==> config.mk <==
export PLATFORM = sky130hd
export DESIGN_NAME = filter_fetch
export DESIGN_NICKNAME = d
export VERILOG_FILES = /design/src/packetizer_pkg.sv /design/src/filter_fetch.sv /design/src/word_sram.sv
export VERILOG_INCLUDE_DIRS = /design/src
export SDC_FILE = /design/constraint.sdc
export NUM_CORES = 1
export LEC_CHECK = 0
export BUFFER_PORTS_ARGS = -buffer_cell sky130_fd_sc_hd__buf_2
export CAP_MARGIN = 20
export CORE_MARGIN = 2
export CORE_UTILIZATION = 40
export DETAILED_ROUTE_END_ITERATION = 16
export PLACE_DENSITY_LB_ADDON = 0.25
export SYNTH_ARGS = -nofsm -noshare
export SYNTH_HDL_FRONTEND = slang
export SYNTH_SLANG_ARGS = --single-unit
==> constraint.sdc <==
create_clock -name clk -period 4.5 [get_ports clk]
set_input_delay 1.125 -clock clk [delete_from_list [all_inputs] [get_ports clk]]
set_output_delay 1.125 -clock clk [all_outputs]
set_load 0.02 [all_outputs]
==> src/packetizer_cfg.svh <==
`ifndef PACKETIZER_CFG_SVH
`define PACKETIZER_CFG_SVH

// fetched word, filter and ifmap alike
`define PKT_DATA_W          25

// one ifmap coordinate, x or y
`define PKT_LOC_W           6

// pe node number and count of real nodes
`define PKT_NODE_W          4
`define PKT_NUM_PE          14

// filter store holds one word per filter row
`define PKT_FIL_DEPTH       8
`define PKT_ROW_W           3

// ifmap address is {timestep, y, x}
`define PKT_IF_ADDR_W       13

`define PKT_FSIZE_W         2
`define PKT_HDR_W           8

// route code of node 0, also used for nodes past the last pe
`define PKT_DEFAULT_ROUTE   8'b1110_0011

`endif

==> src/packetizer_pkg.sv <==
`include "packetizer_cfg.svh"

package packetizer_pkg;

    localparam int IF_DEPTH = 1 << `PKT_IF_ADDR_W; // words in the ifmap store

    typedef logic [`PKT_NODE_W-1:0]    node_t;
    typedef logic [`PKT_LOC_W-1:0]     loc_t;
    typedef logic [`PKT_ROW_W-1:0]     fil_addr_t;   // filter row doubles as address
    typedef logic [`PKT_IF_ADDR_W-1:0] if_addr_t;
    typedef logic [`PKT_FSIZE_W-1:0]   fil_size_t;
    typedef logic [`PKT_HDR_W-1:0]     header_t;

    // wrapped so a filter word cannot land in the ifmap store by accident
    typedef struct packed {
        logic [`PKT_DATA_W-1:0] coef;
    } filter_word_t;

    typedef struct packed {
        logic [`PKT_DATA_W-1:0] pixel;
    } ifmap_word_t;

    // one word popped from the request fifo, 18 bits
    typedef struct packed {
        node_t pe_node;
        loc_t  loc_x;
        loc_t  loc_y;     // low bits give the row on filter requests
        logic  timestep;
        logic  is_filter;
    } request_t;

    typedef struct packed {
        node_t        pe_node;
        fil_addr_t    row;
        filter_word_t data;
    } filter_result_t;

    typedef struct packed {
        node_t       pe_node;
        logic        timestep;
        loc_t        loc_x;
        loc_t        loc_y;
        fil_size_t   fil_size;
        ifmap_word_t data;
    } ifmap_result_t;

    // outgoing noc flit, 53 bits, header at the bottom
    typedef struct packed {
        logic [`PKT_DATA_W-1:0] data;
        logic                   spare;     // tied low
        loc_t                   loc_x;
        loc_t                   loc_y;
        fil_size_t              fil_size;
        fil_addr_t              row;
        logic                   is_filter;
        logic                   timestep;
        header_t                header;
    } noc_packet_t;

    // xy route code per destination pe
    function automatic header_t route_header(input node_t node);
        case (node)
            4'd0:    return `PKT_DEFAULT_ROUTE;
            4'd1:    return 8'b1111_0011;
            4'd2:    return 8'b1111_1011;
            4'd3:    return 8'b1100_0011;
            4'd4:    return 8'b1101_0011;
            4'd5:    return 8'b1101_1011;
            4'd6:    return 8'b1101_1111;
            4'd7:    return 8'b1000_0011;
            4'd8:    return 8'b1001_0011;
            4'd9:    return 8'b1001_1011;
            4'd10:   return 8'b1001_1111;
            4'd11:   return 8'b0001_0011;
            4'd12:   return 8'b0001_1011;
            4'd13:   return 8'b0001_1111;
            default: return `PKT_DEFAULT_ROUTE; // nodes 14, 15 fall back to node 0
        endcase
    endfunction

endpackage

==> src/filter_fetch.sv <==
`timescale 1ns/1ns

`include "packetizer_cfg.svh"

module filter_fetch
    import packetizer_pkg::*;
(
    input  logic           clk,
    input  logic           reset,
    // request stream shared with the ifmap path
    input  logic           req_valid,
    input  request_t       req,
    // filter store loader
    input  logic           wr_valid,
    input  fil_addr_t      wr_addr,
    input  filter_word_t   wr_data,
    // result towards the merge unit
    output logic           res_valid,
    output filter_result_t res
);

    logic         fil_req;   // filter request this cycle
    fil_addr_t    rd_row;    // row picked out of loc_y
    filter_word_t rd_word;   // memory output one cycle after the read
    node_t        node_q;
    fil_addr_t    row_q;

    assign fil_req = req_valid & req.is_filter;
    assign rd_row  = req.loc_y[`PKT_ROW_W-1:0];

    // one word per filter row
    word_sram #(
        .word_t (filter_word_t),
        .DEPTH  (`PKT_FIL_DEPTH)
    ) fil_mem_i (
        .clk     (clk),
        .wr_en   (wr_valid),
        .wr_addr (wr_addr),
        .wr_data (wr_data),
        .rd_addr (rd_row),   // read every cycle and let the strobe decide
        .rd_data (rd_word)
    );

    always_ff @(posedge clk) begin
        if (reset) begin
            res_valid <= 1'b0;
        end else begin
            res_valid <= fil_req; // one-cycle strobe lined up with rd_word
        end
    end

    // routing fields ride alongside the memory read
    always_ff @(posedge clk) begin
        if (fil_req) begin
            node_q <= req.pe_node;
            row_q  <= rd_row;
        end
    end

    always_comb begin
        res.pe_node = node_q;
        res.row     = row_q;
        res.data    = rd_word;
    end

    // strobe one cycle on carries the word stored at the requested row
    res_follows_req: assert property (
        @(posedge clk) disable iff (reset)
        fil_req |=> res_valid && (res.data === $past(fil_mem_i.mem[rd_row]))
    ) else begin
        $error("filter_fetch result out of step with request");
    end

endmodule

==> src/word_sram.sv <==
`timescale 1ns/1ns

module word_sram #(
    parameter type word_t = logic,
    parameter int  DEPTH  = 8,
    localparam int ADDR_W = (DEPTH > 1) ? $clog2(DEPTH) : 1
) (
    input  logic              clk,
    input  logic              wr_en,
    input  logic [ADDR_W-1:0] wr_addr,
    input  word_t             wr_data,
    input  logic [ADDR_W-1:0] rd_addr,
    output word_t             rd_data
);

    word_t mem [DEPTH]; // storage only, contents come from the loader

    // one write port, one registered read port
    always_ff @(posedge clk) begin
        if (wr_en) begin
            mem[wr_addr] <= wr_data;
        end
        rd_data <= mem[rd_addr]; // same-edge write is not seen here, old word wins
    end

    // a non power of two depth leaves holes in the address space
    wr_addr_in_range: assert property (
        @(posedge clk) wr_en |-> (wr_addr < DEPTH)
    ) else begin
        $error("word_sram write to %0d, depth %0d", wr_addr, DEPTH);
    end

    // read side has no enable, so only check once the address is driven
    rd_addr_in_range: assert property (
        @(posedge clk) !$isunknown(rd_addr) |-> (rd_addr < DEPTH)
    ) else begin
        $error("word_sram read from %0d, depth %0d", rd_addr, DEPTH);
    end

endmodule
# After elaboration in Yosys (flattened, before gate mapping)
# Memory sizes are Yosys's and may differ from the RTL's. A register that Yosys moved wholly into a read port is not among the register bits.
# Index checks and enable logic that the tools add are counted.
# totals
memories,1
ramBits,200
regBits,8
elab_cells,7
inputBits,50
# op_classes
n_mux,2
bitwise,1
# memory_table
memory,depth,width,rd,rd_ports_with_merged_regs,wr,line_no,text
fil_mem_i.mem,8,25,1,1,1,word_sram.sv:16,word_t mem [DEPTH];
# ops
cell,n
$mux 1,2
$and 1x1->1,1

# Depth between registers and ports, before layout
# depth
word_depth,2
depth_mapped,4

# By module
# From an unflattened synthesis, not the netlist that was laid out.
# hier_totals
cells_unflattened,338
area_unflattened_um2,8506.9
# modules_own_cells
mod,cells_each,area_each_um2,n_inst,seq_area_each_um2
word_sram,328,8261.7,1,6506.2
filter_fetch,10,245.2,1,230.2

# Worst setup path after synthesis
# No wires, ideal clock.
# synth_path
kind,input to register
from,input port wr_addr[2]
to,memory fil_mem_i.mem[0][0] in the netlist's numbering (enable)
setup_slack_ps,1020
required_time_ps,4061
setup_time_ps,439
stages,2
t_arrival_ps,3041
path_buffers,0
path_cell_list,nand2b_1 nor3_1
# synth_rtl
item,line_no,text
from (decl),filter_fetch.sv:15,"input fil_addr_t wr_addr,"
to (decl),word_sram.sv:16,
# No word-level cell before the write port.

==> flow_summary.json <==
{
  "grt_overflow": 0,
  "clock_tree.htree_level_count": 1,
  "die-area_um2": 22400,
  "groute.usage.overall_pct": 13.5,
  "maxCapViolCount": 0,
  "unrepaired_setup_endpoints_after_global_routing": "no",
  "total_placed_cells_including_tap_cells": 674,
  "wire_per_inst_um": 20.9,
  "routed-via-count": 3612,
  "fp.dieH_um": 150,
  "ant_nets": 0,
  "buffer_ports.inserted": 72,
  "mean_syn_cell_area_um2": 25.2,
  "initial_antenna_violation_count": 1,
  "hp-class": "reg -> reg",
  "fin_cells": 718,
  "placementRows": 53,
  "die-width_um": 150,
  "post_cts_hold_buffer_count": 0,
  "drt_pass1_iterations": 4,
  "yosys_warnings": 0,
  "initialDrtViolationCount": 176,
  "clock_insertion_delay_worst_skew_ns": 0.50,
  "most_frequent_cells_in_the_layout": "207 x edfxtp_1, 72 x buf_2, 50 x mux4_1",
  "drcViolationCount": 0,
  "cell_chain_of_the_critical_path": "buf_2 > buf_4 > mux4_1 > mux2_2",
  "cellLeakagePower_nw": 3.43,
  "post-cts-setup-buffer-count": 0,
  "clk_pin_slew_ns": 0.06,
  "worstMarginPinSlew_ns": 1.02,
  "ios": 83,
  "element_type_at_the_critical_path_end": "flip-flop",
  "hold_viol": 0,
  "powerDensity_nw_per_um2": 460,
  "final_weighted_congestion_of_routability_driven_global_placement": 0.635,
  "synth.ff_latch_count": 233,
  "final_common_cell": "edfxtp_1",
  "max_freq_ghz": 0.406,
  "final_layout_size_suffix_gt1_share_pct": 32.1,
  "synthesis.nets": 388,
  "syn_inst": 338,
  "yosysUniqueCellTypes": 13,
  "critPathSlowestCell": "buf_4",
  "met2_wirelength_um": 7440,
  "slew_headroom_pct": 31.8,
  "worstPathRequired_ns": 4.88,
  "clock_tree_from_tritoncts": "yes",
  "post_dp_cell_area_um2": 9190,
  "route.detailed.vias_per_inst": 5.03,
  "drv_slew": 0,
  "timing.critical_path.from_type": "input pin",
  "ctsResizeCount": 0,
  "first_global_vias": 3749,
  "clock_sinks": 233,
  "synthesis_to_finish_area_growth_pct": 16.9,
  "cts_inserted_buffers": 24,
  "setup_viol": 0,
  "worst_path_largest_cell_delay_ns": 0.66,
  "finalCritPeriodShare_pct": 54.7,
  "cts.root.buffer_cell": "clkbuf_16",
  "netlist_area_um2": 8500,
  "routed_length_on_met3_um": 704,
  "initial_utilization_pct": 40.6,
  "result_of_the_run": "finished, final reports clean",
  "core-area_um2": 21000,
  "yosysSeqAreaShare_pct": 79.2,
  "first_pass_grt_wire_length_um": 22200,
  "hpwlAfterDp_um": 7480,
  "ctsLongestPathBuffers": 3,
  "crit_type": "in -> reg",
  "setup_total_negative_slack_ns": 0,
  "timing.critical_path.fanout_max": 51,
  "drt_wl_total_um": 15000,
  "routed.top_layer": "met4",
  "final_util_pct": 47.5,
  "finalWorstPathRequiredPeriod_ns": 2.46,
  "clock_skews_ns": 0.00796,
  "peakVddDrop_mv": 0.187,
  "final_area_um2": 9940,
  "design.final.nets": 475,
  "detail_route.wirelength.met1_um": 6520,
  "timing.critical_path.arrival_ns": 2.84,
  "largest_net_degree_at_the_start_of_global_routing": 52
}
==> synthesized netlist by cell type <==
library cell / instances / area, µm²
mux2_2: 25 / 282
mux4_1: 50 / 1310
and2_1: 1 / 6.26
edfxtp_1: 207 / 6220
nor2_1: 6 / 22.5
buf_1: 8 / 30.0
nor3_1: 2 / 10.0
nand2b_1: 3 / 18.8
nor2b_1: 1 / 6.26
nand2_1: 2 / 7.51
dfxtp_1: 26 / 521
clkbuf_1: 1 / 3.75
buf_6: 6 / 67.6
==> cell families after synthesis <==
family                 share of synthesized area (%)
flip-flops                                      79.2
buffers and inverters                           1.19
AND/OR/NAND/NOR                                0.839
multiplexers                                    18.8
==> worst max-delay path: cells and delay by family <==
kind	cells	cell delay [ns]
buffers and inverters	2	0.74
multiplexers	2	0.95
==> layout make-up <==
type,instances,area (µm²)
antenna,1,2.50
tap,275,344
timing repair buffer,76,390
clock buffer,33,676
fill,1750,11000
sequential,233,6740
clock inverter,10,73.8
multi-input combinational,90,1720
==> routing by layer <==
layer	track usage, %	vias to the layer above
met5	0	-
met1	17.7	1868
li1	-	1640
met2	22.9	79
met4	3.82	0
met3	3.02	25
==> power breakdown <==
part           switching (mW)  total, mW  internal, mW
Combinational           0.145      0.251         0.106
Sequential             0.0185       2.46          2.45
Clock                   0.754       1.86          1.10
Total                   0.917       4.57          3.66
==> flip-flops by register name (all words and copies together), names as in the netlist <==
signal and flops:
fil_mem_i.rd_data 25, node_q 4, fil_mem_i.mem 200, res_valid 1, row_q 3
==> metrics by stage <==
stage	hold WS [ns]	setup WS (ns)	total power, mW
after floorplan	0.641	1.02	2.66
after global placement	0.649	1.48	2.76
after detailed placement	0.659	1.50	2.77
after CTS	0.668	2.03	4.64
after global routing	0.699	1.98	4.73
final	0.665	2.04	4.57
==> worst paths after layout <==
kind	from	to	slack [ns]	cells past startpoint
setup / recovery	req[2]	fil_mem_i.rd_data[12]	2.04	4
hold / removal	fil_mem_i.mem[7][19]	fil_mem_i.rd_data[19]	0.67	2
setup reg to reg	fil_mem_i.mem[3][12]	fil_mem_i.rd_data[12]	3.20	2
hold reg to reg	fil_mem_i.mem[7][19]	fil_mem_i.rd_data[19]	0.67	2
Note: power is estimated with default switching activity, not from simulation.
