File: src/packetizer_cfg.svh
`ifndef PACKETIZER_CFG_SVH
`define PACKETIZER_CFG_SVH

// fetched word, filter and ifmap alike
`define PKT_DATA_W          25

// one ifmap coordinate, x or y
`define PKT_LOC_W           6

// pe node number and count of real nodes
`define PKT_NODE_W          4
`define PKT_NUM_PE          14

// filter store holds one word per filter row
`define PKT_FIL_DEPTH       8
`define PKT_ROW_W           3

// ifmap address is {timestep, y, x}
`define PKT_IF_ADDR_W       13

`define PKT_FSIZE_W         2
`define PKT_HDR_W           8

// route code of node 0, also used for nodes past the last pe
`define PKT_DEFAULT_ROUTE   8'b1110_0011

`endif

File: src/packetizer_pkg.sv
`include "packetizer_cfg.svh"

package packetizer_pkg;

    localparam int IF_DEPTH = 1 << `PKT_IF_ADDR_W; // words in the ifmap store

    typedef logic [`PKT_NODE_W-1:0]    node_t;
    typedef logic [`PKT_LOC_W-1:0]     loc_t;
    typedef logic [`PKT_ROW_W-1:0]     fil_addr_t;   // filter row doubles as address
    typedef logic [`PKT_IF_ADDR_W-1:0] if_addr_t;
    typedef logic [`PKT_FSIZE_W-1:0]   fil_size_t;
    typedef logic [`PKT_HDR_W-1:0]     header_t;

    // wrapped so a filter word cannot land in the ifmap store by accident
    typedef struct packed {
        logic [`PKT_DATA_W-1:0] coef;
    } filter_word_t;

    typedef struct packed {
        logic [`PKT_DATA_W-1:0] pixel;
    } ifmap_word_t;

    // one word popped from the request fifo, 18 bits
    typedef struct packed {
        node_t pe_node;
        loc_t  loc_x;
        loc_t  loc_y;     // low bits give the row on filter requests
        logic  timestep;
        logic  is_filter;
    } request_t;

    typedef struct packed {
        node_t        pe_node;
        fil_addr_t    row;
        filter_word_t data;
    } filter_result_t;

    typedef struct packed {
        node_t       pe_node;
        logic        timestep;
        loc_t        loc_x;
        loc_t        loc_y;
        fil_size_t   fil_size;
        ifmap_word_t data;
    } ifmap_result_t;

    // outgoing noc flit, 53 bits, header at the bottom
    typedef struct packed {
        logic [`PKT_DATA_W-1:0] data;
        logic                   spare;     // tied low
        loc_t                   loc_x;
        loc_t                   loc_y;
        fil_size_t              fil_size;
        fil_addr_t              row;
        logic                   is_filter;
        logic                   timestep;
        header_t                header;
    } noc_packet_t;

    // xy route code per destination pe
    function automatic header_t route_header(input node_t node);
        case (node)
            4'd0:    return `PKT_DEFAULT_ROUTE;
            4'd1:    return 8'b1111_0011;
            4'd2:    return 8'b1111_1011;
            4'd3:    return 8'b1100_0011;
            4'd4:    return 8'b1101_0011;
            4'd5:    return 8'b1101_1011;
            4'd6:    return 8'b1101_1111;
            4'd7:    return 8'b1000_0011;
            4'd8:    return 8'b1001_0011;
            4'd9:    return 8'b1001_1011;
            4'd10:   return 8'b1001_1111;
            4'd11:   return 8'b0001_0011;
            4'd12:   return 8'b0001_1011;
            4'd13:   return 8'b0001_1111;
            default: return `PKT_DEFAULT_ROUTE; // nodes 14, 15 fall back to node 0
        endcase
    endfunction

endpackage

File: src/packet_merge.sv
`timescale 1ns/1ns

module packet_merge
    import packetizer_pkg::*;
(
    input  logic           clk,
    input  logic           reset,
    // filter path result
    input  logic           fil_res_valid,
    input  filter_result_t fil_res,
    // ifmap path result
    input  logic           if_res_valid,
    input  ifmap_result_t  if_res,
    // noc side, no back-pressure
    output logic           pkt_valid,
    output noc_packet_t    pkt
);

    logic        any_valid;
    node_t       node_sel;   // destination of whichever path finished
    noc_packet_t pkt_d;      // next packet

    assign any_valid = fil_res_valid | if_res_valid;
    assign node_sel  = fil_res_valid ? fil_res.pe_node : if_res.pe_node;

    // build the flit for the kind that is valid, unused fields stay zero
    always_comb begin
        pkt_d        = '0;
        pkt_d.header = route_header(node_sel);
        if (fil_res_valid) begin
            pkt_d.data      = fil_res.data.coef;
            pkt_d.row       = fil_res.row;
            pkt_d.is_filter = 1'b1;
        end else begin
            pkt_d.data      = if_res.data.pixel;
            pkt_d.loc_x     = if_res.loc_x;
            pkt_d.loc_y     = if_res.loc_y;
            pkt_d.fil_size  = if_res.fil_size;
            pkt_d.timestep  = if_res.timestep;
            pkt_d.is_filter = 1'b0;
        end
    end

    always_ff @(posedge clk) begin
        if (reset) begin
            pkt_valid <= 1'b0;
        end else begin
            pkt_valid <= any_valid; // one flit per result
        end
    end

    // flit register, holds its last value between strobes
    always_ff @(posedge clk) begin
        if (any_valid) begin
            pkt <= pkt_d;
        end
    end

    // both fetch paths have the same latency and requests come one per cycle,
    // so a clash here means the upstream contract broke
    results_exclusive: assert property (
        @(posedge clk) disable iff (reset)
        !(fil_res_valid && if_res_valid)
    ) else begin
        $error("packet_merge saw filter and ifmap results together");
    end

endmodule

File: config.mk
export PLATFORM = sky130hd
export DESIGN_NAME = packet_merge
export DESIGN_NICKNAME = d
export VERILOG_FILES = /design/src/packetizer_pkg.sv /design/src/packet_merge.sv
export VERILOG_INCLUDE_DIRS = /design/src
export SDC_FILE = /design/constraint.sdc
export NUM_CORES = 1
export LEC_CHECK = 0
export ABC_AREA = 1
export BUFFER_PORTS_ARGS = -buffer_cell sky130_fd_sc_hd__clkbuf_2
export CORE_MARGIN = 2
export CORE_UTILIZATION = 25
export CTS_CLUSTER_DIAMETER = 120
export DETAILED_ROUTE_END_ITERATION = 10
export PLACE_DENSITY_LB_ADDON = 0.05
export SLEW_MARGIN = 25
export SYNTH_ARGS = -nofsm -noshare
export SYNTH_HDL_FRONTEND = slang
export SYNTH_SLANG_ARGS = --single-unit
File: constraint.sdc
create_clock -name clk -period 5.45 [get_ports clk]
set_input_delay 0.2725 -clock clk [delete_from_list [all_inputs] [get_ports clk]]
set_output_delay 0.2725 -clock clk [all_outputs]
set_load 0.1 [all_outputs]
# --- Yosys cells after proc, flatten, opt, wreduce, memory -nomap -nowiden ---
# Memory sizes are Yosys's and may differ from the RTL's. A register that Yosys moved wholly into a read port is not among the register bits.
# Cells that the tools add are included.
totals:
  elab_cells: 14
  n_memories: 1
  mem_bits_ro: 96
  in_bits: 80
  reg_bits: 53
  output_inout_bits: 54
mem_list:
  columns: ["name", "words", "width", "read_ports", "rd_ports_with_merged_regs", "write_ports", "line_no", "source"]
  rows:
  - ["(name not given)", 16, 6, 1, 1, 0, "packetizer_pkg.sv:62", "case (node)"]
classes:
  n_bitwise: 1
  n_mux: 3
op_table:
  columns: ["cell", "n"]
  rows:
  - ["25-bit 2-to-1 mux", 1]
  - ["4-bit 2-to-1 mux", 1]
  - ["1-bit 2-to-1 mux", 1]
  - ["1-bit bitwise OR", 1]

# --- Depth between registers and ports, before layout ---
# Gate-level depths: netlist (run 1).
logic_depth:
  word_depth: 1
  ltp_mapped: 10
  ltp_nobuf: 10

# --- Least setup slack after synthesis (run 1) ---
# No wires, ideal clock.
synth_timing:
  path_type: "in2reg"
  start: "input fil_res_valid"
  end: "register pkt[10] in the netlist's numbering (enable)"
  required_time_ns: 5.041
  path_slack_ns: 3.355
  path_buffers: 2
  arrival_ns: 1.687
  cell_stages: 4
  setup_ns: 0.409
  path_cell_list: "inv_2 -> buf_6 -> buf_2 -> nand2_1"
synth_via:
  elab_chain_cells: 1
synth_lines:
  columns: ["element", "line_no", "source"]
  rows:
  - ["start, declared", "packet_merge.sv:9", "input logic fil_res_valid,"]
  - ["1-bit bitwise OR", "packet_merge.sv:23", "assign any_valid = fil_res_valid | if_res_valid;"]
  - ["via any_valid", "packet_merge.sv:19", "logic any_valid;"]
  - ["end signal, assigned", "packet_merge.sv:55", "pkt <= pkt_d;"]
  - ["end, declared", "packet_merge.sv:16", "output noc_packet_t pkt"]
# The timed path passes the listed nets, and every way through them passes these cells.
# A chain may end at the register's enable or synchronous reset.

# --- Worst setup path after layout (run 1) ---
layout_timing:
  start: "input fil_res_valid"
  end: "register pkt[3] (netlist name)"
layout_via:
  elab_chain_cells: 1
  elab_cells_between_ends: 2
  cone_classes: "mux: 1; bitwise: 1"
layout_lines:
  columns: ["element", "line_no"]
  rows:
  - ["4-bit 2-to-1 mux or 1-bit bitwise OR (tied branches)", "packet_merge.sv:24, packet_merge.sv:23"]
# Parallel ways exist; a longest one is shown, timed or not.

==> summary.md, run 1 <==
| Metric | Value |
|---|---|
| Status | `finished clean` |
| Die area | `9830 sq um` |
| Clock Root Buffer | `clkbuf_8` |
| Peak VDD IR | `between 0.1 and 0.15 mV` |
| Worst endpoint required time | `between 5 and 6 ns` |
| Post-cts sizing count | `0` |
| Die W | `between 90 and 100 um` |
| GP Congestion | `around 0.76` |
| WS Path Type | `in2reg` |
| Compound-Gate Fraction of Synth Area | `roughly 1.8%` |
| Worst min path class | `in2reg` |
| Core footprint | `between 8000 and 9000 sq um` |
| Rel. slew slack | `62.8%` |
| Worst Setup End Kind | `flop` |
| Synth warn | `0` |
| Largest net degree at the start of global routing | `52` |
| Xor/xnor share of the synthesized area | `0%` |
| Distinct cells, synth | `19` |
| Routed Antenna Nets | `0` |
| Fraction of the mapped netlist area in simple logic gates | `between 20% and 30%` |
| CP startpoint kind | `input pin` |
| WP data arrival | `~2.2 ns` |
| CTS Buf Count | `5` |
| Row count | `34` |
| Area growth syn-to-layout | `37.3%` |
| Initial DRT Pass Iterations | `4` |
| GRT Total Usage | `11.4%` |
| Gr ovfl total | `0` |
| Hold_buf cts | `0` |
| Final instance area | `approximately 3100 sq um` |
| Minimum clock period | `roughly 2.2 ns` |
| Synth Area per Inst | `10.1 sq um` |
| Vias in the first global route | `1837` |
| Max Clk Rate | `between 400 and 500 MHz` |
| Final Hold Fails | `0` |
| Clock Sinks | `between 50 and 60` |
| Vias per cell | `4.03` |
| First-pass GRT wire length | `approximately 8700 um` |
| Max-cap viol count | `0` |
| Via count | `about 1900` |
| Post-DP Area | `~3000 sq um` |
| Hold Crit Depth | `2` |
| Final period utilization | `about 40%` |
| Share of layout cells above drive strength 1 | `approximately two fifths` |
| Critical path peak fanout | `51` |
| Detailed Place HPWL | `roughly 4100 um` |
| N_diodes | `0` |
| Slew Viols, Final | `0` |
| #FFs+latches synth | `between 50 and 60` |
| I/O pins | `~130` |
| Post-route DRC | `0` |
| Main combinational cell family by area after synthesis | `simple AND/OR/NAND/NOR gates` |
| Worst slack, placed | `roughly 2.9 ns` |
| Post-CTS setup buffers | `0` |
| Cell count after synthesis | `approximately 230` |
| Final setup vio count | `0` |
| Pwr/cell area | `381 nW/um^2` |
| Worst setup margin | `roughly 3.3 ns` |
| Nets | `about 440` |
| RSZ-0062 raised after global routing | `no` |
| Post-synthesis mux area share | `0%` |
| Die Ht | `~99 um` |
| TNS Setup | `0 ns` |
| Adder-cell area share of the yosys netlist | `under 10%` |
| Sequential fraction of the synthesis area | `67.3%` |
| Initial Util | `between 20% and 30%` |
| H-tree depth | `2` |
| Routed WL | `5570 um` |
| CTS tree | `built` |
| Iteration-0 DRC Markers | `51` |
| CTS clk-pin slew, worst paths | `~0.09 ns` |
| Clock Path Buffers | `2` |
| Antenna violations before repair | `0` |
| Number of I/O port buffers | `130` |
| Routed wire per std cell | `12.0 um` |
| P_leak | `about 1.7 nW` |
| Slew @ Worst Pin | `approximately 0.56 ns` |
| Synth Cell Area | `approximately 2300 sq um` |
through the flow:
stage | hold slack (ns) | instances | power [W] | utilization, %
global placement | 0.430 | 455 | 0.000937 | 34.2
global route | 0.112 | 463 | 0.00123 | 35.4
CTS | 0.104 | 463 | 0.00120 | 35.4
detailed placement | 0.433 | 455 | 0.000938 | 34.2
floorplan | 0.342 | 226 | 0.000859 | -
finish | 0.124 | 463 | 0.00118 | 35.4
synth_stat cells:
library cell / number / area [sq um]
nand2_1: 99 / 372
edfxtp_1: 50 / 1500
inv_1: 25 / 93.8
nor2_1: 16 / 60.1
nand3_1: 7 / 35.0
buf_2: 6 / 30.0
buf_4: 4 / 30.0
ha_1: 3 / 37.5
conb_1: 2 / 7.51
nand2_2: 2 / 12.5
o21ai_0: 2 / 10.0
o21ai_1: 2 / 10.0
a21oi_1: 1 / 5.00
buf_6: 1 / 11.3
dfxtp_1: 1 / 20.0
inv_2: 1 / 3.75
o211ai_1: 1 / 7.51
o21ai_2: 1 / 8.76
or2_1: 1 / 6.26
flip-flops by register name, summed over array words and instances, names as in the netlist:
signal / flops
pkt_valid: 1
pkt: 50
layout make-up:
type,instances,area (sq um)
clock inverters,3,38.8
clock buffers,5,68.8
flip-flops and latches,51,1520
fillers,953,5660
repair buffers,132,666
multi-input cells,138,578
well taps,108,135
inverters,26,97.6
metal layers:
| layer | global-route usage, % | vias to the layer above | part of all wire [%] |
|---|---|---|---|
| met5 | 0 | - | 0 |
| met4 | 4.00 | 0 | 1.5 |
| met3 | 3.02 | 4 | 6.8 |
| met2 | 19.6 | 71 | 51 |
| met1 | 13.7 | 834 | 41 |
| li1 | - | 956 | - |
final timing paths:
path	startpoint	endpoint
worst max-delay path	fil_res_valid	pkt[3]
worst min-delay path	reset	pkt_valid
cell usage in the layout (no fill, tap or decap):
cell type and n:
nand2_2 3, nor2_1 16, nand3_1 7, clkinv_2 1, nand2_1 98, clkbuf_2 130, edfxtp_1 50, o21ai_0 2
dfxtp_1 1, ha_1 3, bufinv_16 1, inv_1 25, inv_2 1, o21ai_1 2, conb_1 3, clkinv_1 1
or2_1 1, clkbuf_8 5, a21oi_1 1, buf_4 2, o211ai_1 1, o21ai_2 1
where the power goes:
part           internal [W]  switching (W)
Clock              0.000135       0.000126
Combinational     0.0000619       0.000372
Sequential         0.000478      0.0000119
logic make-up after synthesis:
group,after synthesis
AO/OA/AOI/OAI,7
adder cells (fa/ha/maj),3
buffers and inverters,37
flip-flops,51
other,2
AND/OR/NAND/NOR,125
worst max-delay path: stages:
cell      delay (ns)
clkbuf_2        0.07
buf_4           0.43
inv_2           0.38
or2_1           0.30
o21ai_1         0.11
inv_1           0.09
ha_1            0.30
inv_1           0.04
nand3_1         0.07
nand2_1         0.05
nand2_1         0.05
nand2_1         0.05
(Power assumes the default switching activity.)
==> run 2, diff against run 1 <==
Clock period 5.45 ns to 2.1 ns, I/O delays scaled along.
==> run 2 against run 1 <==
Count of clock-buffer cells in the layout is the same. Worst setup slack lost 2.4 ns. Worst hold slack lost 0.062 ns.
==> summary.md, run 2 (same netlist as run 1, synthesis figures left out) <==
| Metric | Value |
|---|---|
| GRT Total Usage | `~11%` |
| I/O pins | `about 130` |
| Detailed Place HPWL | `around 4200 um` |
| Minimum clock period | `around 1.2 ns` |
| Post-cts sizing count | `0` |
| N_diodes | `0` |
| CTS Buf Count | `5` |
| Post-DP Area | `a little over 3000 sq um` |
| Crit-path leading delay family | `buffers and inverters` |
| Initial DRT Pass Iterations | `3` |
| P_leak | `about 1.7 nW` |
| Iteration-0 DRC Markers | `29` |
| Initial Util | `about a quarter` |
| Worst Setup End Kind | `flop` |
| Max-cap viol count | `0` |
| Most numerous cell on the critical path | `nand2_1` |
| Die W | `99.1 um` |
| Clock Path Buffers | `2` |
| H-tree depth | `2` |
| Antenna violations before repair | `0` |
| Final setup vio count | `0` |
| Post-CTS setup buffers | `0` |
| Via count | `about 1900` |
| Max Clk Rate | `802 MHz` |
| Final Hold Fails | `0` |
| Commonest non-fill, non-tap cell in the layout | `clkbuf_2` |
| GP Congestion | `approximately 0.80` |
| CP peak stage delay | `about 0.29 ns` |
| Share of layout cells above drive strength 1 | `between 40% and 50%` |
| Final Hold Slack | `0.0624 ns` |
| WS Path Type | `in2reg` |
| Row count | `34` |
| Reg with most FFs | `pkt` |
| Comb power frac | `roughly two fifths` |
| Worst Path Buf+Inv | `4` |
| Nets | `440` |
| Max reg flops | `50` |
| Slew Viols, Final | `0` |
| Clock power share | `approximately 19%` |
| Power share of the sequential group | `between 40% and 50%` |
| Core footprint | `between 8000 and 9000 sq um` |
| First-pass GRT wire length | `between 8000 and 9000 um` |
| Worst min path class | `in2reg` |
| Critical path peak fanout | `25` |
| Final period utilization | `between 50 and 60%` |
| Sw frac | `between 40 and 50%` |
| Final instance area | `between 3000 and 4000 sq um` |
| Slew @ Worst Pin | `between 0.5 and 0.6 ns` |
| Pwr/cell area | `946 nW/um^2` |
| Die Ht | `roughly 99 um` |
| CP startpoint kind | `input pin` |
| Routed WL | `about 5600 um` |
| Top Registers | `pkt: 50 flops, pkt_valid: 1 flops` |
| Peak VDD IR | `about 0.26 mV` |
| P_int | `approximately 0.0016 W` |
| Area growth syn-to-layout | `37.9%` |
| Net Sw Power | `0.00132 W` |
| Largest net degree at the start of global routing | `between 40 and 50` |
| Clock Root Buffer | `clkbuf_8` |
| Clock Sinks | `51` |
| Rel. slew slack | `around 62%` |
| CTS clk-pin slew, worst paths | `0.09 ns` |
| Worst endpoint required time | `2.16 ns` |
| CTS tree | `built` |
| Most frequent cells in the layout | `clkbuf_2 (130), nand2_1 (98), edfxtp_1 (50)` |
| Die area | `between 9000 and 10000 sq um` |
| Post-route DRC | `0` |
| Worst path slowest cell | `ha_1` |
| RSZ-0062 raised after global routing | `no` |
| WP data arrival | `around 1.3 ns` |
| Status | `finished clean` |
| Routed wire per std cell | `between 10 and 15 um` |
| Number of I/O port buffers | `130` |
| Gr ovfl total | `0` |
| Vias in the first global route | `1814` |
| Routed Antenna Nets | `0` |
| # fillers | `about 940` |
| CP Cell Sequence | `clkbuf_2 -> buf_4 -> nand2_1 -> nand2_1 -> inv_1 -> ha_1 -> inv_1 -> nand3_1 -> nand2_1 -> nand2_1 -> nand2_1` |
| Vias per cell | `approximately 4.0` |
| TNS Setup | `0 ns` |
-- run 2: cell count changes in the layout (fill, tap and decap cells not counted), sizes merged --
cell	change
dlygate4sd3	+1
clkinvlp	+1
bufinv	-1
buf	+2
-- run 2: worst min-delay path, stage by stage --
cell and delay (ns):
clkbuf_2 0.07, nand2_1 0.04, nand2_1 0.04
-- run 2: repair_timing --
item | 4_1_cts | 5_1_grt
hold endpoints to repair | 1 | 0
hold buffers | 1 | 0
endpoints found under the setup margin | 0 | 0
-- run 2: path summary, 6_finish.rpt --
check | to | startpoint | slack (ns) | cells past startpoint
worst max-delay path | pkt[3] | fil_res_valid | 0.85 | 11
worst min-delay path | pkt[49] | if_res[21] | 0.06 | 3
-- run 2: cell type report --
cell class | count | area (sq um) | area share, %
Inverter | 26 | 97.6 | 3.13
Timing Repair Buffer | 135 | 703 | 22.5
Sequential cell | 51 | 1520 | 48.8
Multi-Input combinational cell | 138 | 578 | 18.5
Clock buffer | 5 | 68.8 | 2.21
Tap cell | 108 | 135 | 4.33
Clock inverter | 3 | 15.0 | 0.481
-- run 2: routing by layer --
metal	share of wire (%)	wire length (um)	vias up	GRT usage (%)
met5	0	0	-	0
met4	2.2	121	0	4.64
met3	5.8	323	8	2.74
met2	51	2850	68	19.9
met1	41	2310	825	13.6
li1	-	-	964	-
-- run 2: power by group through the flow --
stage | Sequential [W] | Clock, W | Combinational, W
finish | 0.00127 | 0.000547 | 0.00114
global route | 0.00128 | 0.000609 | 0.00119
CTS | 0.00127 | 0.000580 | 0.00115
detailed placement | 0.00129 | 0 | 0.00115
global placement | 0.00129 | 0 | 0.00115
floorplan | 0.00208 | 0 | 0.000152
-- run 2: through the flow --
| step | cells | worst slack, ns | total power, W | utilization (%) |
|---|---|---|---|---|
| after floorplan | 226 | 0.172 | 0.00223 | - |
| after global placement | 457 | 0.526 | 0.00244 | 34.5 |
| after detailed placement | 457 | 0.508 | 0.00244 | 34.5 |
| after CTS | 466 | 0.844 | 0.00300 | 35.6 |
| after global routing | 466 | 0.706 | 0.00308 | 35.6 |
| final | 466 | 0.854 | 0.00295 | 35.6 |
==> run 3, diff against run 2 <==
Clock period 2.1 ns to 1.25 ns, I/O delays scaled along.
==> run 3 against run 2 <==
Critical path depth is 10 lower. Combinational power up 76%. Design area grew 6.3%. Cell count grew 2.4%. Worst setup slack worse by 0.76 ns.
==> summary.md, run 3 (same netlist as run 1, synthesis figures left out) <==
| Metric | Value |
|---|---|
| Status | `finished clean` |
| Reg with most FFs | `pkt` |
| WP data arrival | `~1.1 ns` |
| P_leak | `approximately 1.8 nW` |
| Gr ovfl total | `0` |
| Peak VDD IR | `between 0.4 and 0.5 mV` |
| Crit-path leading delay family | `buffers and inverters` |
| Die Ht | `99.1 um` |
| Initial DRT Pass Iterations | `4` |
| TNS Setup | `0 ns` |
| Nets | `between 400 and 500` |
| Clock Sinks | `between 50 and 60` |
| Via count | `1866` |
| Clock Root Buffer | `clkbuf_8` |
| CP Cell Sequence | `clkbuf_2` |
| Minimum clock period | `1.15 ns` |
| First-pass GRT wire length | `just under 9000 um` |
| Iteration-0 DRC Markers | `60` |
| Worst endpoint required time | `1.19 ns` |
| P_int | `0.00304 W` |
| Most frequent cells in the layout | `clkbuf_2 (106), nand2_1 (98), edfxtp_1 (50)` |
| GP Congestion | `0.767` |
| Critical path peak fanout | `1` |
| CTS Buf Count | `5` |
| Detailed Place HPWL | `around 4300 um` |
| CP peak stage delay | `around 0.45 ns` |
| Hold Path Origin | `if_res[21]` |
| CTS clk-pin slew, worst paths | `around 0.090 ns` |
| Max-cap viol count | `0` |
| Worst path slowest cell | `clkbuf_2` |
| Net Sw Power | `between 0.002 and 0.0025 W` |
| Vias per cell | `~4` |
| Hold Crit Endpoint | `pkt[49]` |
| Clock Path Buffers | `2` |
| Initial Util | `about a quarter` |
| Sw frac | `a little over two fifths` |
| Comb power frac | `38.3%` |
| Number of I/O port buffers | `130` |
| Worst Path Buf+Inv | `1` |
| WS Path Type | `reg2out` |
| Slew @ Worst Pin | `around 0.55 ns` |
| Slew Viols, Final | `0` |
| Max Clk Rate | `a little under 900 MHz` |
| Routed Antenna Nets | `0` |
| Area growth syn-to-layout | `46.6%` |
| Pwr/cell area | `~1600 nW/um^2` |
| Largest net degree at the start of global routing | `24` |
| Hold Crit Depth | `3` |
| N_diodes | `0` |
| Commonest non-fill, non-tap cell in the layout | `clkbuf_2` |
| I/O pins | `roughly 130` |
| Final Hold Fails | `0` |
| Post-route DRC | `0` |
| Final setup vio count | `0` |
| Die area | `about 10000 sq um` |
| Core footprint | `between 8000 and 9000 sq um` |
| Max reg flops | `50` |
| Routed wire per std cell | `11.5 um` |
| Rel. slew slack | `63.6%` |
| GRT Total Usage | `11.2%` |
| Clock power share | `a little over a fifth` |
| Final period utilization | `92.3%` |
| CTS tree | `built` |
| Die W | `between 90 and 100 um` |
| CP startpoint kind | `flop` |
| Antenna violations before repair | `0` |
| RSZ-0062 raised after global routing | `no` |
| Final Util | `about 38%` |
| Power share of the sequential group | `40.6%` |
| Worst Setup End Kind | `output pin` |
| Share of layout cells above drive strength 1 | `between 40% and 50%` |
| Top Registers | `pkt: 50 flops, pkt_valid: 1 flops` |
| Worst min path class | `in2reg` |
| Row count | `34` |
| H-tree depth | `2` |
| Vias in the first global route | `~1800` |
| Routed WL | `between 5000 and 6000 um` |
## run 3: worst max-delay path by stage
| stage | start | endpoint | depth (start not counted) |
|---|---|---|---|
| 4_1_cts | pkt[23] | pkt[23] | 1 |
| 2_1_floorplan | fil_res_valid | pkt[3] | 10 |
| 3_5_place_dp | fil_res_valid | pkt[3] | 9 |
| 6_report | pkt[23] | pkt[23] | 1 |
| 3_3_place_gp | fil_res_valid | pkt[3] | 11 |
| 5_1_grt | pkt[23] | pkt[23] | 1 |
## run 3: layer usage
layer  GRT usage [%]  wire length (um)  vias to the layer above
met5               0                 0                        -
met4            4.21               100                        0
met3            2.60               413                        8
met2            18.8              2620                       74
met1            14.0              2330                      797
li1                -                 -                      987
## run 3: power by group through the flow
| stage | sequential, W | clock (W) | combinational (W) |
|---|---|---|---|
| final | 0.00213 | 0.00110 | 0.00201 |
| after global placement | 0.00217 | 0 | 0.00202 |
| after detailed placement | 0.00217 | 0 | 0.00202 |
| after global routing | 0.00215 | 0.00123 | 0.00209 |
| after CTS | 0.00213 | 0.00117 | 0.00202 |
| after floorplan | 0.00349 | 0 | 0.000259 |
## run 3: repair_timing
action	4_1_cts	5_1_grt
buffers inserted	0	0
hold endpoints to repair	1	0
gates resized for setup	0	0
hold buffers	1	0
## run 3: final cells by class
class / count / area [sq um]
fill: 908 / 5450
sequential: 51 / 1520
timing repair buffer: 146 / 871
multi-input combinational: 138 / 583
tap: 108 / 135
inverter: 26 / 97.6
clock buffer: 5 / 68.8
clock inverter: 3 / 38.8
## run 3: through the flow
| step | instances | setup WS, ns | hold slack (ns) | area [sq um] | total power, W |
|---|---|---|---|---|---|
| detailed placement | 468 | -0.140 | 0.225 | 3200 | 0.00419 |
| CTS | 477 | 0.0705 | 0.00719 | 3320 | 0.00532 |
| global placement | 468 | -0.132 | 0.228 | 3200 | 0.00419 |
| floorplan | 226 | 0.0404 | 0.132 | 2270 | 0.00374 |
| finish | 477 | 0.0960 | 0.0205 | 3320 | 0.00524 |
| global route | 477 | 0.0343 | 0.0109 | 3320 | 0.00547 |
## run 3: worst min-delay path: stages
cell      delay [ns]
clkbuf_2        0.07
nand2_1         0.04
nand2_1         0.04
